**config.mk**
```make
export PLATFORM = sky130hd
export DESIGN_NAME = spi_slave_frame
export DESIGN_NICKNAME = d
export VERILOG_FILES = /design/src/common/spi_frame_pkg.sv /design/src/spi/spi_slave_frame.sv
export SDC_FILE = /design/constraint.sdc
export NUM_CORES = 1
export LEC_CHECK = 0
export BUFFER_PORTS_ARGS = -buffer_cell sky130_fd_sc_hd__buf_2
export CELL_PAD_IN_SITES_DETAIL_PLACEMENT = 1
export CELL_PAD_IN_SITES_GLOBAL_PLACEMENT = 1
export CORE_AREA = 2 2 105 107
export CTS_BUF_LIST = sky130_fd_sc_hd__clkbuf_8
export DETAILED_ROUTE_END_ITERATION = 10
export DIE_AREA = 0 0 107 109
export PLACE_DENSITY = 0.84
export SYNTH_ARGS = -nofsm -noshare
export SYNTH_HDL_FRONTEND = slang
export SYNTH_SLANG_ARGS = --single-unit
```
**constraint.sdc**
```tcl
create_clock -name clock100 -period 5.7 [get_ports clock100]
set_input_delay 1.14 -clock clock100 [delete_from_list [all_inputs] [get_ports clock100]]
set_output_delay 1.14 -clock clock100 [all_outputs]
set_load 0.005 [all_outputs]
```
**src/common/spi_frame_pkg.sv**
```systemverilog
/* serial frame layout for the spi word memory
   a frame is command then address then data, each msb first
   any command other than cmd_write only reads */
package spi_frame_pkg;

	// one frame on the wire
	localparam int frame_bits = 56;

	// field widths in wire order
	localparam int command_bits = 8;
	localparam int address_bits = 16;
	localparam int data_bits = 32;

	// store the data word at the end of the frame
	localparam logic [command_bits-1:0] cmd_write = 8'h01;
	// read only with the data phase ignored
	localparam logic [command_bits-1:0] cmd_read = 8'h02;

endpackage

```
**src/spi/spi_slave_frame.sv**
```systemverilog
/* spi mode 0 slave with msb first and ssel_n active low
   sclk half period must be at least 4 clock100 cycles
   a frame cut short by ssel_n is dropped without any report */
`timescale 1ns/1ns
module spi_slave_frame (
	input  logic clock100,
	input  logic reset1,
	input  logic sclk,
	input  logic mosi,
	input  logic ssel_n,
	input  logic [spi_frame_pkg::data_bits-1:0] tx_word,
	input  logic tx_load,
	output logic miso,
	output logic address_valid,
	output logic frame_valid,
	output logic [spi_frame_pkg::command_bits-1:0] command,
	output logic [spi_frame_pkg::address_bits-1:0] address,
	output logic [spi_frame_pkg::data_bits-1:0] data
);
	import spi_frame_pkg::*;

	// two flops per line into clock100
	logic [1:0] sclk_sync;
	logic [1:0] mosi_sync;
	logic [1:0] ssel_sync;
	// previous synced level for edge detection
	logic sclk_last;
	logic ssel_last;

	logic sclk_rise;
	logic sclk_fall;
	logic ssel_rise;
	logic selected;

	// rising edges seen so far in this frame
	logic [5:0] bit_count;
	logic address_done;
	logic last_bit;
	logic data_phase;

	logic [frame_bits-1:0] rx_shift;
	logic [frame_bits-1:0] rx_next;
	logic [data_bits-1:0] tx_shift;

	always_ff @(posedge clock100) begin
		if (reset1) begin
			// idle bus has sclk low and ssel_n high
			sclk_sync <= 2'b00;
			ssel_sync <= 2'b11;
			sclk_last <= 1'b0;
			ssel_last <= 1'b1;
		end else begin
			sclk_sync <= {sclk_sync[0], sclk};
			ssel_sync <= {ssel_sync[0], ssel_n};
			sclk_last <= sclk_sync[1];
			ssel_last <= ssel_sync[1];
		end
	end

	// data line aligned with sclk_sync[1]
	always_ff @(posedge clock100) begin
		mosi_sync <= {mosi_sync[0], mosi};
	end

	assign sclk_rise = sclk_sync[1] & ~sclk_last;
	assign sclk_fall = ~sclk_sync[1] & sclk_last;
	assign ssel_rise = ssel_sync[1] & ~ssel_last;
	assign selected = ~ssel_sync[1];

	// 24th edge closes the address and the 56th the frame
	assign address_done = bit_count == 6'(command_bits + address_bits - 1);
	assign last_bit = bit_count == 6'(frame_bits - 1);
	// the fall after the 24th rise must keep bit 31 on miso
	assign data_phase = bit_count > 6'(command_bits + address_bits);

	assign rx_next = {rx_shift[frame_bits-2:0], mosi_sync[1]};

	always_ff @(posedge clock100) begin
		if (reset1) begin
			bit_count <= '0;
			address_valid <= 1'b0;
			frame_valid <= 1'b0;
		end else begin
			address_valid <= 1'b0;
			frame_valid <= 1'b0;
			if (ssel_rise) begin
				// early deselect loses the frame
				bit_count <= '0;
			end else if (selected && sclk_rise) begin
				if (last_bit) begin
					bit_count <= '0;
					frame_valid <= 1'b1;
				end else begin
					bit_count <= bit_count + 6'd1;
				end
				if (address_done) begin
					address_valid <= 1'b1;
				end
			end
		end
	end

	// receive shifter and field capture
	always_ff @(posedge clock100) begin
		if (selected && sclk_rise) begin
			rx_shift <= rx_next;
			if (address_done) begin
				command <= rx_next[address_bits +: command_bits];
				address <= rx_next[address_bits-1:0];
			end
			// command and address stay put until the next frame's 24th bit
			if (last_bit) begin
				data <= rx_next[data_bits-1:0];
			end
		end
	end

	// transmit shifter sends bit 31 first
	always_ff @(posedge clock100) begin
		if (reset1) begin
			tx_shift <= '0;
		end else if (ssel_rise) begin
			tx_shift <= '0;
		end else if (tx_load) begin
			tx_shift <= tx_word;
		end else if (selected && sclk_fall && data_phase) begin
			tx_shift <= {tx_shift[data_bits-2:0], 1'b0};
		end
	end

	assign miso = tx_shift[data_bits-1];

endmodule

```
Yosys cells after proc, flatten, opt, wreduce, memory -nomap -nowiden
Index checks and enable logic that the tools add are counted.
- bits in registers: 135
- bits of input ports: 38
- output and inout bits: 59
- word-level logic and storage cells: 38
- add/sub/neg operators: 1
- order comparisons: 1
- equal/unequal tests: 2
- multiplexer cells: 5
- bitwise logic cells: 8
- reductions and logical operators: 8
- operator list (cell ; number):
    $mux 32 ; 2
    $add 6x1->6 const B ; 1
    $eq 6x5->1 const B ; 1
    $eq 6x6->1 const B ; 1
    $gt 6x5->1 const B ; 1
    $mux 6 ; 1
    $not 1->1 ; 5
    $reduce_and 2->1 ; 2
    $and 1x1->1 ; 3
    $logic_and 1x1->1 ; 3
    $reduce_or 3->1 ; 1
    $mux 1 ; 2
    $reduce_bool 2->1 ; 1
    $reduce_or 2->1 ; 1

Logic depth before layout (Yosys ltp)
- word-level depth: 6
- depth in mapped cells: 7
- gate-level depth less buffers: 6

Worst setup path before layout
Ideal clock, no wire load.
- path type: register -> register
- from: reg ssel_sync[1]
- to: reg data[0] (netlist bit), enable pin
- library setup time: 461 ps
- data arrival time: 4510 ps
- required time: 5239 ps
- setup slack: 729 ps
- stages on the path, launching flop included: 4
- path buffers: 0
- clock period less this slack: 4971 ps
- path through: dfxtp_1 -> nor3b_2 -> nand4_1 -> nor3_1
- word-level cells in the longest chain between the ends: 3
- ends and longest elaborated chain (what ; line ; text):
    from (decl) ; spi_slave_frame.sv:25 ; logic [1:0] ssel_sync;
    from (signal assigned) ; spi_slave_frame.sv:54 ; ssel_sync <= {ssel_sync[0], ssel_n};
    $not 1->1 ; spi_slave_frame.sv:68 ; assign selected = ~ssel_sync[1];
    $logic_and 1x1->1 ; spi_slave_frame.sv:105 ; if (selected && sclk_rise) begin
    $reduce_and 2->1 (no line) ; - ;
    to (signal assigned) ; spi_slave_frame.sv:113 ; data <= rx_next[data_bits-1:0];
    to (decl) ; spi_slave_frame.sv:18 ; output logic [spi_frame_pkg::data_bits-1:0] data
No other way between the ends.
A chain may end at the register's enable or synchronous reset.

Final worst setup path
- from: in tx_load
- to: reg tx_shift[5]
- word-level cells in the longest chain between the ends: 1
- elaborated cells between the ends (all ways): 2
- classes of those cells: mux: 1; reduce/logical: 1
- ends and longest elaborated chain (what ; line ; text):
    from (decl) ; spi_slave_frame.sv:12 ; input logic tx_load,
    $mux 32 or $reduce_bool 2->1 (tied branches) ; - ;
    to (signal assigned) ; spi_slave_frame.sv:125 ; tx_shift <= tx_word;
    to (signal assigned) ; spi_slave_frame.sv:127 ; tx_shift <= {tx_shift[data_bits-2:0], 1'b0};
    to (decl) ; spi_slave_frame.sv:43 ; logic [data_bits-1:0] tx_shift;
Parallel ways exist; a longest one is shown, timed or not.

==> impl_results.md <==
* Post-cts hold buffer count at 0
* Via count at 2790
* Clock Skew at 0.005773 ns
* Drt first pass iters at 4
* Number of antenna diodes at 0
* Width of the die at 107 um
* # DRC at 0
* Post-synth EDFFs at 87
* Gr ovfl total at 0
* Starting Density at 0.4598
* Maximum number of pins on one net before global-route repair at 39
* Worst-path clk slew at 0.07 ns
* DP Wirelength at 6304 um
* Die Y at 109 um
* Finished Cell Area at 0.005814 mm^2
* Core Area at 0.01060 mm^2
* Pre-CTS WS at 2.375 ns
* Worst VDD drop at 134.5 uV
* Top-count cell post-synth: edfxtp_1
* IO Count at 97
* Clk sinks at 135
* Slew headroom at 0.2550
* Post-synthesis sequential area ratio at 0.7331
* Pleak at 0.002130 uW
* Worst Reg2Reg Path Length in Cells at 5
* Clk buf depth at 2
* Final WS setup at 2.850 ns
* Hold Crit Depth at 0
* Vias per Instance at 5.027
* Asr flop ratio synth at 0
* Max Fclk at 350.9 MHz
* DP Area at 0.005472 mm^2
* Final setup violation count at 0
* Yosys top cell by area: edfxtp_1
* Antenna Nets Post-Route at 0
* FP Rows at 38
* Slew Limit Fails at 0
* Fill cells at 1070
* Initial antenna violation count at 0
* Switching pwr at 399.3 uW
* Resized cells post-CTS at 0
* Mapped Nets at 344
* Final period util at 0.5000
* Class of the most critical setup path: in -> reg
* Max-cap violation count at 0
* Root Buffer: clkbuf_8
* Final Hold Fails at 0
* Mapped Cells at 304
* Slew @ Worst Pin at 1.117 ns
* Seq cells post-synth at 135
* Die area at 0.01166 mm^2
* Dominant cells by area after synthesis: edfxtp_1, dfxtp_1, a211oi_2
* DRT Wirelength at 9479 um
* Gate power share at 0.036
* Synthesized area at 0.004875 mm^2
* Hold Startpoint: mosi_sync[0]
* FF-to-FF End: data[24]
* Hold Path End: mosi_sync[1]
* DR iter-0 viols at 73
* Final #Nets at 444
* R2R setup slack at 3.05 ns
* First-pass GRT wire length at 14900 um
* Gr usage total at 0.1723
* P per Cell Area at 312.4 mW/mm^2
* Worst-Skew Late Latency at 0.43 ns
* H-Tree Depth at 4
* Clk pwr share at 0.383
* Ratio of cells with drive above 1 in the final layout at 0.4048
* Port bufs at 96
* Inserted Clock Buffers at 17
* Worst min path class: reg -> reg
* RR Startpoint: sclk_sync[1]
* Flop pwr share at 0.582
* Synth cell count leaders: edfxtp_1, dfxtp_1, nor3_1, mux2i_1, a211oi_2
* Routed len/inst at 17.08 um
* Status: finished clean
* Synthesized area per cell at 16.04 um^2
* Dominant synthesized flop cell: edfxtp_1
* Post-layout min period at 2.850 ns
* CP max FO at 34
* RSZ-0062 raised after global routing: false
* Worst Path Required at 5.96 ns
* Setup crit end kind: flip-flop
* Setup TNS at 0 ns
* WP data arrival at 3.11 ns
* Vias in the first global route at 2909
* Synth top area share at 0.5359
* CTS tree: built
* Count of cell types in the netlist at 34
* Setup Buffers After CTS at 0
* Switching Share at 0.2199
* Int Power at 1417 uW
* Area growth from synthesis to layout at 19.28%
* Gpl congestion at 0.7321
* Startpoint types: primary input
* Total number of yosys warnings at 0
-- sequential cells by signal (all words and copies together), names as in the netlist --
register and cells:
ssel_last 1, frame_valid 1, command 8, ssel_sync 2
mosi_sync 2, address 16, sclk_last 1, address_valid 1
sclk_sync 2, tx_shift 32, data 32, rx_shift 31
bit_count 6
-- worst max path at each step --
stage                            start            to  slack, ns  depth (start not counted)
after detailed placement       tx_load  tx_shift[11]       2.38                          5
after CTS                      tx_load   tx_shift[5]       2.84                          5
after global placement         tx_load  tx_shift[30]       2.45                          5
after floorplan           ssel_sync[1]       data[0]       0.73                          3
final                          tx_load   tx_shift[5]       2.85                          5
after global routing           tx_load   tx_shift[5]       2.71                          5
-- kinds of logic after synthesis --
| logic type | after synthesis | share of synthesized area |
|---|---|---|
| xor gates and xnor gates | 3 | 0.005391 |
| buffers and inverters | 23 | 0.02387 |
| DFF | 135 | 0.7331 |
| AOI/OAI and AO/OA | 41 | 0.09343 |
| muxes | 31 | 0.06366 |
| adders and majority gates | 2 | 0.005133 |
| and+or+nand+nor | 69 | 0.07546 |
-- worst max-delay path: stages --
cell and delay [ns]:
buf_2 0.71, inv_1 0.22, nand2b_4 0.34, or2_4 0.53, a211oi_2 0.15
-- per-layer routing --
layer	vias to the layer above	track usage	share of wire
met5	-	0	0
met4	0	0.07607	0.015
met3	13	0.05200	0.050
met2	88	0.2839	0.49
met1	1345	0.2111	0.44
li1	1344	-	-
-- final cells by class --
type / count / area, um^2 / share of cell area
multi-input cells: 146 / 1201 / 0.2066
well taps: 140 / 175.2 / 0.03013
inverters: 5 / 18.77 / 0.003228
repair buffers: 99 / 503.0 / 0.08651
clock buffers: 17 / 234.0 / 0.04024
flip-flops and latches: 135 / 3573 / 0.6146
clock inverters: 13 / 108.9 / 0.01872
-- cells in the final DEF (no fill, tap or decap), types with 3 or more instances in the layout --
master | netlist | routed
nand2_1 | 7 | 7
nor3_1 | 33 | 31
clkbuf_8 | 0 | 17
a211oi_2 | 30 | 30
or2_2 | 4 | 4
mux2i_1 | 31 | 31
buf_4 | 0 | 3
edfxtp_1 | 87 | 87
buf_2 | 6 | 96
dfxtp_1 | 48 | 48
inv_1 | 5 | 5
nor2b_1 | 5 | 5
nor2_1 | 10 | 10
clkinv_2 | 0 | 5
-- power groups by stage --
stage / combinational [uW] / clock [uW] / sequential (uW)
after global placement: 63.9 / 0 / 1080
after floorplan: 45.8 / 0 / 1070
after detailed placement: 66.2 / 0 / 1080
final: 65.2 / 695 / 1060
after global routing: 72.3 / 755 / 1060
after CTS: 66.6 / 718 / 1060
-- stage by stage --
| stage | utilization | power, uW | cells | hold slack [ns] |
|---|---|---|---|---|
| detailed placement | 0.5160 | 1144 | 525 | 0.3144 |
| floorplan | - | 1121 | 304 | 0.3096 |
| global placement | 0.5160 | 1141 | 525 | 0.3114 |
| finish | 0.5484 | 1816 | 555 | 0.3361 |
| CTS | 0.5484 | 1840 | 555 | 0.3406 |
| global route | 0.5484 | 1885 | 555 | 0.3505 |
Note: power is estimated with default switching activity, not from simulation.
