<file path="config.mk">
export PLATFORM = sky130hd
export DESIGN_NAME = ram_access_ctrl
export DESIGN_NICKNAME = d
export VERILOG_FILES = /design/src/common/memory_map_pkg.sv /design/src/common/spi_frame_pkg.sv /design/src/verilog/ram_access_ctrl.sv
export SDC_FILE = /design/constraint.sdc
export NUM_CORES = 1
export LEC_CHECK = 0
export ABC_AREA = 1
export BUFFER_PORTS_ARGS = -buffer_cell sky130_fd_sc_hd__buf_2
export CORE_MARGIN = 2
export CORE_UTILIZATION = 40
export DETAILED_ROUTE_END_ITERATION = 10
export GPL_ROUTABILITY_DRIVEN = 1
export GPL_TIMING_DRIVEN = 0
export HOLD_SLACK_MARGIN = 0.1
export PLACE_DENSITY = 0.82
export SKIP_CTS_REPAIR_TIMING = 1
export SLEW_MARGIN = 5
export SYNTH_ARGS = -nofsm -noshare
export SYNTH_HDL_FRONTEND = slang
export SYNTH_SLANG_ARGS = --single-unit
</file>
<file path="constraint.sdc">
create_clock -name clock100 -period 1.7 [get_ports clock100]
set_input_delay 0.34 -clock clock100 [delete_from_list [all_inputs] [get_ports clock100]]
set_output_delay 0.34 -clock clock100 [all_outputs]
set_load 0.005 [all_outputs]
</file>
<file path="src/common/memory_map_pkg.sv">
/* geometry of the word memory behind the spi slave
   1024 words of 32 bits split across two 16-bit banks
   addresses above ram_address_bits alias */
package memory_map_pkg;

	// stored word and one bank half
	localparam int word_bits = 32;
	localparam int bank_bits = 16;

	// depth and the address bits that are kept
	localparam int ram_address_bits = 10;
	localparam int ram_depth = 1 << ram_address_bits;

	// leds mirror the low bits of the last write
	localparam int led_bits = 3;

endpackage

</file>
<file path="src/common/spi_frame_pkg.sv">
/* serial frame layout for the spi word memory
   a frame is command then address then data, each msb first
   any command other than cmd_write only reads */
package spi_frame_pkg;

	// one frame on the wire
	localparam int frame_bits = 56;

	// field widths in wire order
	localparam int command_bits = 8;
	localparam int address_bits = 16;
	localparam int data_bits = 32;

	// store the data word at the end of the frame
	localparam logic [command_bits-1:0] cmd_write = 8'h01;
	// read only with the data phase ignored
	localparam logic [command_bits-1:0] cmd_read = 8'h02;

endpackage

</file>
<file path="src/verilog/ram_access_ctrl.sv">
/* turns slave pulses into ram reads and writes
   only the low 10 address bits reach the ram
   read data goes back to the slave 2 cycles after address_valid */
`timescale 1ns/1ns
module ram_access_ctrl (
	input  logic clock100,
	input  logic reset1,
	input  logic address_valid,
	input  logic frame_valid,
	input  logic [spi_frame_pkg::command_bits-1:0] command,
	input  logic [spi_frame_pkg::address_bits-1:0] address,
	input  logic [spi_frame_pkg::data_bits-1:0] data,
	input  logic [memory_map_pkg::word_bits-1:0] read_data,
	output logic read_enable,
	output logic [memory_map_pkg::ram_address_bits-1:0] read_address,
	output logic write_enable,
	output logic [memory_map_pkg::ram_address_bits-1:0] write_address,
	output logic [memory_map_pkg::word_bits-1:0] write_data,
	output logic [spi_frame_pkg::data_bits-1:0] tx_word,
	output logic tx_load,
	output logic [memory_map_pkg::led_bits-1:0] leds
);
	import spi_frame_pkg::*;
	import memory_map_pkg::*;

	// ram read_data valid in this cycle
	logic read_pending;
	logic write_request;

	// read straight off the address pulse with the upper bits dropped
	assign read_enable = address_valid;
	assign read_address = address[ram_address_bits-1:0];

	assign write_request = frame_valid && (command == cmd_write);

	always_ff @(posedge clock100) begin
		if (reset1) begin
			read_pending <= 1'b0;
			tx_load <= 1'b0;
			write_enable <= 1'b0;
			leds <= '0;
		end else begin
			read_pending <= read_enable;
			tx_load <= read_pending;
			write_enable <= write_request;
			// leds follow the word being stored
			if (write_request) begin
				leds <= data[led_bits-1:0];
			end
		end
	end

	// payload registers
	always_ff @(posedge clock100) begin
		if (read_pending) begin
			tx_word <= read_data;
		end
		if (write_request) begin
			write_address <= address[ram_address_bits-1:0];
			write_data <= data;
		end
	end

endmodule

</file>
Yosys cells after proc, flatten, opt, wreduce, memory -nomap -nowiden
Cells that the tools add are included.

storage, ports and cells
  bits in registers = 80
  output and inout bits = 90
  logic and storage cells = 9

operators by class
  equal/unequal tests = 1
  reductions and logical operators = 1

operator list
  cell                count
  $eq 8x1->1 const B  1
  $logic_and 1x1->1   1

Longest topological paths before layout
Gate-level depths: netlist of the first run.

  word-level depth = 2
  mapped depth = 7
  mapped depth without buffers = 7

Worst setup path after synthesis of the first run
OpenSTA, ideal clock, no wires.

  path kind = input port to flip-flop
  start point = input command[3] in the netlist's numbering
  end point = register write_address[0] in the netlist's numbering, enable pin
  library setup time = 0.374 ns
  arrival time = 1.067 ns
  setup slack = 0.258 ns
  cell stages on the path = 5
  cells stage by stage = inv_1 > nand2_2 > nor2_4 > inv_2 > nor2_8

between the ends
  word-level cells in the longest chain between the ends = 2

ends and longest elaborated chain
  what                     RTL line               source
  start: declaration       ram_access_ctrl.sv:10  input logic [spi_frame_pkg::command_bits-1:0] command,
  $eq 8x1->1               ram_access_ctrl.sv:34  assign write_request = frame_valid && (command == cmd_write);
  $logic_and 1x1->1        ram_access_ctrl.sv:34
  named net write_request  ram_access_ctrl.sv:28  logic write_request;
  end signal: assignment   ram_access_ctrl.sv:59  write_address <= address[ram_address_bits-1:0];
  end: declaration         ram_access_ctrl.sv:17  output logic [memory_map_pkg::ram_address_bits-1:0] write_address,

The timed path passes the listed nets, and every way through them passes these cells.
A chain may end at the register's enable or synchronous reset.

Worst setup path after layout of the first run
  start point = input command[5] in the netlist's numbering
  end point = register write_data[17] in the netlist's numbering, enable pin

between the ends
  word-level cells in the longest chain between the ends = 2

ends and longest elaborated chain
  what                     RTL line               source
  $eq 8x1->1               ram_access_ctrl.sv:34
  $logic_and 1x1->1        ram_access_ctrl.sv:34
  named net write_request  ram_access_ctrl.sv:28
  end signal: assignment   ram_access_ctrl.sv:60  write_data <= data;
  end: declaration         ram_access_ctrl.sv:18  output logic [memory_map_pkg::word_bits-1:0] write_data,

The timed path passes the listed nets, and every way through them passes these cells.

==> results.ini, run 1 <==
[outcome]
status = complete, no violations

[synthesis]
netlist.area_leader.share = 0.851
synthCells = 129
synthMuxAreaShare = 0
synth_seq_area_share = 0.897
synth_top_cell_by_area = edfxtp_1
yosys.area_share.simple = 0.0541
synth_area_leaders = edfxtp_1, dfxtp_1, buf_4
synthDistinctLibCells = 14
syn_area_um2 = 2610
yosys.area_share.xor_xnor = 0
synthAdderAreaFrac = 0
syn_nets = 221
ys_ff_latch = 80
yosys_warnings = 0
avgSynthCellArea_um2 = 20.2
synth_compound_area_frac = 0
synth_top_family_by_area = simple AND/OR/NAND/NOR gates

[die]
die_w_um = 84.8
dieArea_um2 = 7190
die_h_um = 84.8
ios = 182
start_util = 0.414
core-area_um2 = 6310
rows = 29

[detailed_routing]
ant_nets = 0
wire_per_inst_um = 13.9
viasPerCell = 4.31
drc_errors = 0
firstDrtPassIters = 4
vias = 1712
routed_wl_mm = 5.51
first_iter_violations = 51

[timing]
setup_tns_ps = 0
maxSlewViolCount = 0
fmax_mhz = 718
rsz0062_at_grt = false
hold_viol_final = 0
maxSlewHeadroom = 0.514
fin_skew_ps = 6.13
setup_slack_ps = 308
worst_pin_slew_ps = 729
whs_ps = 173
fin_crit_sh = 0.819
fin_crit_ps = 1390
setup_viol = 0

[grt]
grt_overflow = 0
grtUsageMet2 = 0.266
grt_pass1_wl_mm = 8.49
antenna_found_initial = 0
grt_max_degree = 46
grt_pass1_vias = 1747
globalRouteMet1Util = 0.179
busiest_layer = met2
grt_usage = 0.159
met3_usage = 0.0639

[place]
place_inst = 381
io_buffers = 175
hpwl_mm = 4.27
placed_area_um2 = 3580
post-place-ws_ps = -56.6
finalWeightedCongestion = 0.723

[clock_network]
clock_sinks = 80
root_buffer = clkbuf_8
cts_tree = yes
cts_made_buffers = 9
htree_levels = 3
clk_latency_ps = 330
cts_max_path_buffers = 2
clk_pin_slew_ps = 80

[critical_path]
crit_slowest_cell = nor2_8
worstPathRequired_ps = 1660
cp_top_family = simple AND/OR/NAND/NOR gates
cp_num_buf_inv = 1
crit_path_max_fanout = 45
slowest_delay_ps = 590
cp_data_arrival_time_ps = 1350
crit_path_end_kind = flip-flop
worstPathCellList = buf_2 > nor2_1 > nand3_2 > nor2_8
cp-start-kind = primary input
crit_type = in2reg

[pwr]
power_density_nw_per_um2 = 985
p_leak_nw = 1.69
ir_drop_uv = 570
fin_total_pwr_mw = 3.72

[layout]
syn_to_final_growth_pct = 44.5
layout-drive-gt1-share = 0.647
nets = 407
n_antenna_cell = 0
final_core_util = 0.598
mostFrequentLayoutCell = buf_2
layout_common_cells = buf_2, edfxtp_1, nor2_1, inv_1, buf_4
final_area_um2 = 3770
fin_cells = 397

[job]
drv_cap = 0

[min_path]
hold_path.class = in2reg

## where the power goes
group | switching (mW) | internal (mW) | leakage (nW)
clock network | 0.634 | 0.677 | 0.0856
registers | 0.0213 | 2.19 | 0.727
logic | 0.0766 | 0.120 | 0.876
total | 0.732 | 2.99 | 1.69
## final cells by class
cell class,instances,area [µm²]
fill,539,2540
sequential,80,2340
timing repair buffer,175,876
multi-input combinational,26,141
clock buffer,11,131
tap,77,96.3
buffer,11,82.6
clock inverter,5,57.6
inverter,12,45.0
## synthesized netlist by cell type
cell      instances
nor2_8            1
nand4_1           3
nand2_1           5
edfxtp_1         74
nor3_1            1
nand3_2           1
nor2_1           12
dfxtp_1           6
inv_2             1
buf_4            11
nor2_2            1
nand2_2           1
nor2_4            1
inv_1            11
## flip-flops by register name, indices dropped and copies added (netlist names)
signal         flops
tx_load            1
write_address     10
tx_word           32
write_data        32
read_pending       1
write_enable       1
leds               3
## path summary, 6_finish.rpt
check,from,endpoint,slack [ps],depth (start not counted)
min,data[19],write_data[19],170,1
min reg2reg,leds[2],leds[2],490,2
max,command[5],write_data[17],310,4
max reg2reg,read_pending,tx_word[28],530,0
## cells by family after synthesis
kind of cell / Yosys count
DFF: 80
buffers and inverters: 23
and+or+nand+nor: 26
## per-layer routing
| metal | wire length, µm | part of all wire |
|---|---|---|
| met1 | 1990 | 0.36 |
| met2 | 2820 | 0.51 |
| met4 | 89 | 0.016 |
| met5 | 0 | 0 |
| met3 | 604 | 0.11 |
Power figures use the tool's default switching activity.
==> run 2, diff against run 1 <==
--- a/config.mk
+++ b/config.mk
@@ -8,12 +8,12 @@
 export ABC_AREA = 1
 export BUFFER_PORTS_ARGS = -buffer_cell sky130_fd_sc_hd__buf_2
 export CORE_MARGIN = 2
-export CORE_UTILIZATION = 40
+export CORE_UTILIZATION = 37
 export DETAILED_ROUTE_END_ITERATION = 10
 export GPL_ROUTABILITY_DRIVEN = 1
 export GPL_TIMING_DRIVEN = 0
 export HOLD_SLACK_MARGIN = 0.1
-export PLACE_DENSITY = 0.82
+export PLACE_DENSITY = 0.8
 export SKIP_CTS_REPAIR_TIMING = 1
 export SLEW_MARGIN = 5
 export SYNTH_ARGS = -nofsm -noshare
==> constraint.sdc (replaced) <==
create_clock -name clock100 -period 1.17 [get_ports clock100]
set_input_delay 0.234 -clock clock100 [delete_from_list [all_inputs] [get_ports clock100]]
set_output_delay 0.234 -clock clock100 [all_outputs]
set_load 0.005 [all_outputs]
==> results.ini, run 2 (synthesis gave the netlist of run 1 again) <==
[outcome]
status = complete, no violations

[clock_network]
clk_latency_ps = 340  ; about the same
cts_tree = yes
clock_sinks = 80  ; unchanged
cts_made_buffers = 9  ; unchanged
clk_pin_slew_ps = 80  ; about the same
cts_max_path_buffers = 2  ; unchanged
htree_levels = 3  ; unchanged
root_buffer = clkbuf_8

[job]
drv_cap = 0  ; unchanged

[detailed_routing]
viasPerCell = 4.22  ; -2.1%
first_iter_violations = 50  ; -2.0%
wire_per_inst_um = 15.3  ; +10%
vias = 2085  ; +22%
ant_nets = 0  ; unchanged
firstDrtPassIters = 4  ; unchanged
drc_errors = 0  ; unchanged
routed_wl_mm = 7.56  ; +37%

[timing]
worst_pin_slew_ps = 429  ; -300 ps
setup_viol = 0  ; unchanged
hold_viol_final = 0  ; unchanged
fin_crit_ps = 1130
maxSlewHeadroom = 0.714  ; +0.200
maxSlewViolCount = 0  ; unchanged
fin_crit_sh = 0.967
fmax_mhz = 884
rsz0062_at_grt = false
fin_skew_ps = 4.72  ; -1.40 ps

[min_path]
hold_path.class = in2reg

[pwr]
fin_total_pwr_mw = 5.90  ; +59%
power_density_nw_per_um2 = 1270  ; +28%
p_leak_nw = 2.03  ; +20%
ir_drop_uv = 642  ; +12%

[grt]
grt_usage = 0.139  ; -0.0205
grt_overflow = 0  ; unchanged
grt_max_degree = 46  ; unchanged
grt_pass1_wl_mm = 7.69  ; -9.4%
grt_pass1_vias = 1595  ; -8.7%
antenna_found_initial = 0  ; unchanged

[critical_path]
crit_type = reg2out
crit_path_max_fanout = 1  ; -98%
worstPathRequired_ps = 940  ; -720 ps
slowest_delay_ps = 400  ; -190 ps
worstPathCellList = buf_2
crit_slowest_cell = edfxtp_1
cp_num_buf_inv = 1  ; unchanged
cp_data_arrival_time_ps = 900  ; -450 ps
cp-start-kind = flip-flop
crit_path_end_kind = primary output
cp_top_family = flip-flops

[layout]
n_antenna_cell = 0  ; unchanged
syn_to_final_growth_pct = 78.4
multi_input_area_um2 = 196  ; +39%
nFillCells = 474  ; -12%
reg_top3 = tx_word x32, write_data x32, write_address x10
final_area_um2 = 4660  ; +23%
fin_cells = 494  ; +24%
mostFrequentLayoutCell = buf_2
layout_common_cells = buf_2, dlygate4sd3_1, edfxtp_1, buf_4, nor2_1
nets = 485  ; +19%
final_core_util = 0.686  ; +0.0881
seq_area_um2 = 2350  ; +0.11%
layout-drive-gt1-share = 0.535  ; -0.112

[die]
ios = 182  ; unchanged
die_w_um = 88.0  ; +3.8%
rows = 30  ; +3.4%
start_util = 0.384  ; -0.0292
dieArea_um2 = 7750  ; +7.7%
core-area_um2 = 6790  ; +7.6%
die_h_um = 88.0  ; +3.8%

[place]
io_buffers = 175  ; unchanged
placed_area_um2 = 3660  ; +2.1%
finalWeightedCongestion = 0.707  ; -2.1%
place_inst = 400  ; +5.0%
hpwl_mm = 4.29  ; +0.47%

[run 2: changes by cell type in the layout (fill, tap and decap cells not counted), sizes merged]
cell,previous run,this run
nor2,15,17
bufinv,1,2
clkinv,1,2
clkinvlp,3,1
dlygate4sd3,0,76
[run 2: final timing paths]
kind,slack [ps],endpoint,start,depth (start not counted)
min reg2reg,490,leds[0],leds[0],2
min,260,leds[2],command[2],5
max reg2reg,190,tx_word[27],read_pending,0
max,40,write_data[17],write_data[17],1
[run 2: stage by stage]
step / setup WS [ps] / hold slack [ps] / TNS, ps
after global routing: 9.73 / 278 / 0
after floorplan: -130 / 298 / -5460
after global placement: -456 / 411 / -20060
after CTS: -107 / 44.4 / -5440
final: 38.4 / 264 / 0
after detailed placement: -474 / 412 / -21540
[run 2: final cells by class]
type	instances	area share
plain buffers	11	0.0177
well taps	96	0.0258
clock inverters	5	0.0175
clock buffers	11	0.0282
multi-input cells	28	0.0422
repair buffers	251	0.351
inverters	12	0.0140
flip-flops and latches	80	0.503
[run 2: per-layer routing]
layer  vias to the layer above  GRT usage  wire length, µm
met1                       995      0.136             2630
met2                        95      0.256             4310
li1                        983          -                -
met5                         -          0                0
met3                        12     0.0613              476
met4                         0     0.0537              146
[run 2: worst min-delay path: stages]
cell and delay, ps:
buf_2 100, nor2_4 50, nand4_1 70, nand2_1 40, nor2_1 70
[run 2: power by group]
group	internal (mW)	switching (mW)
Sequential	3.18	0.0333
Clock	1.20	0.959
Combinational	0.347	0.176
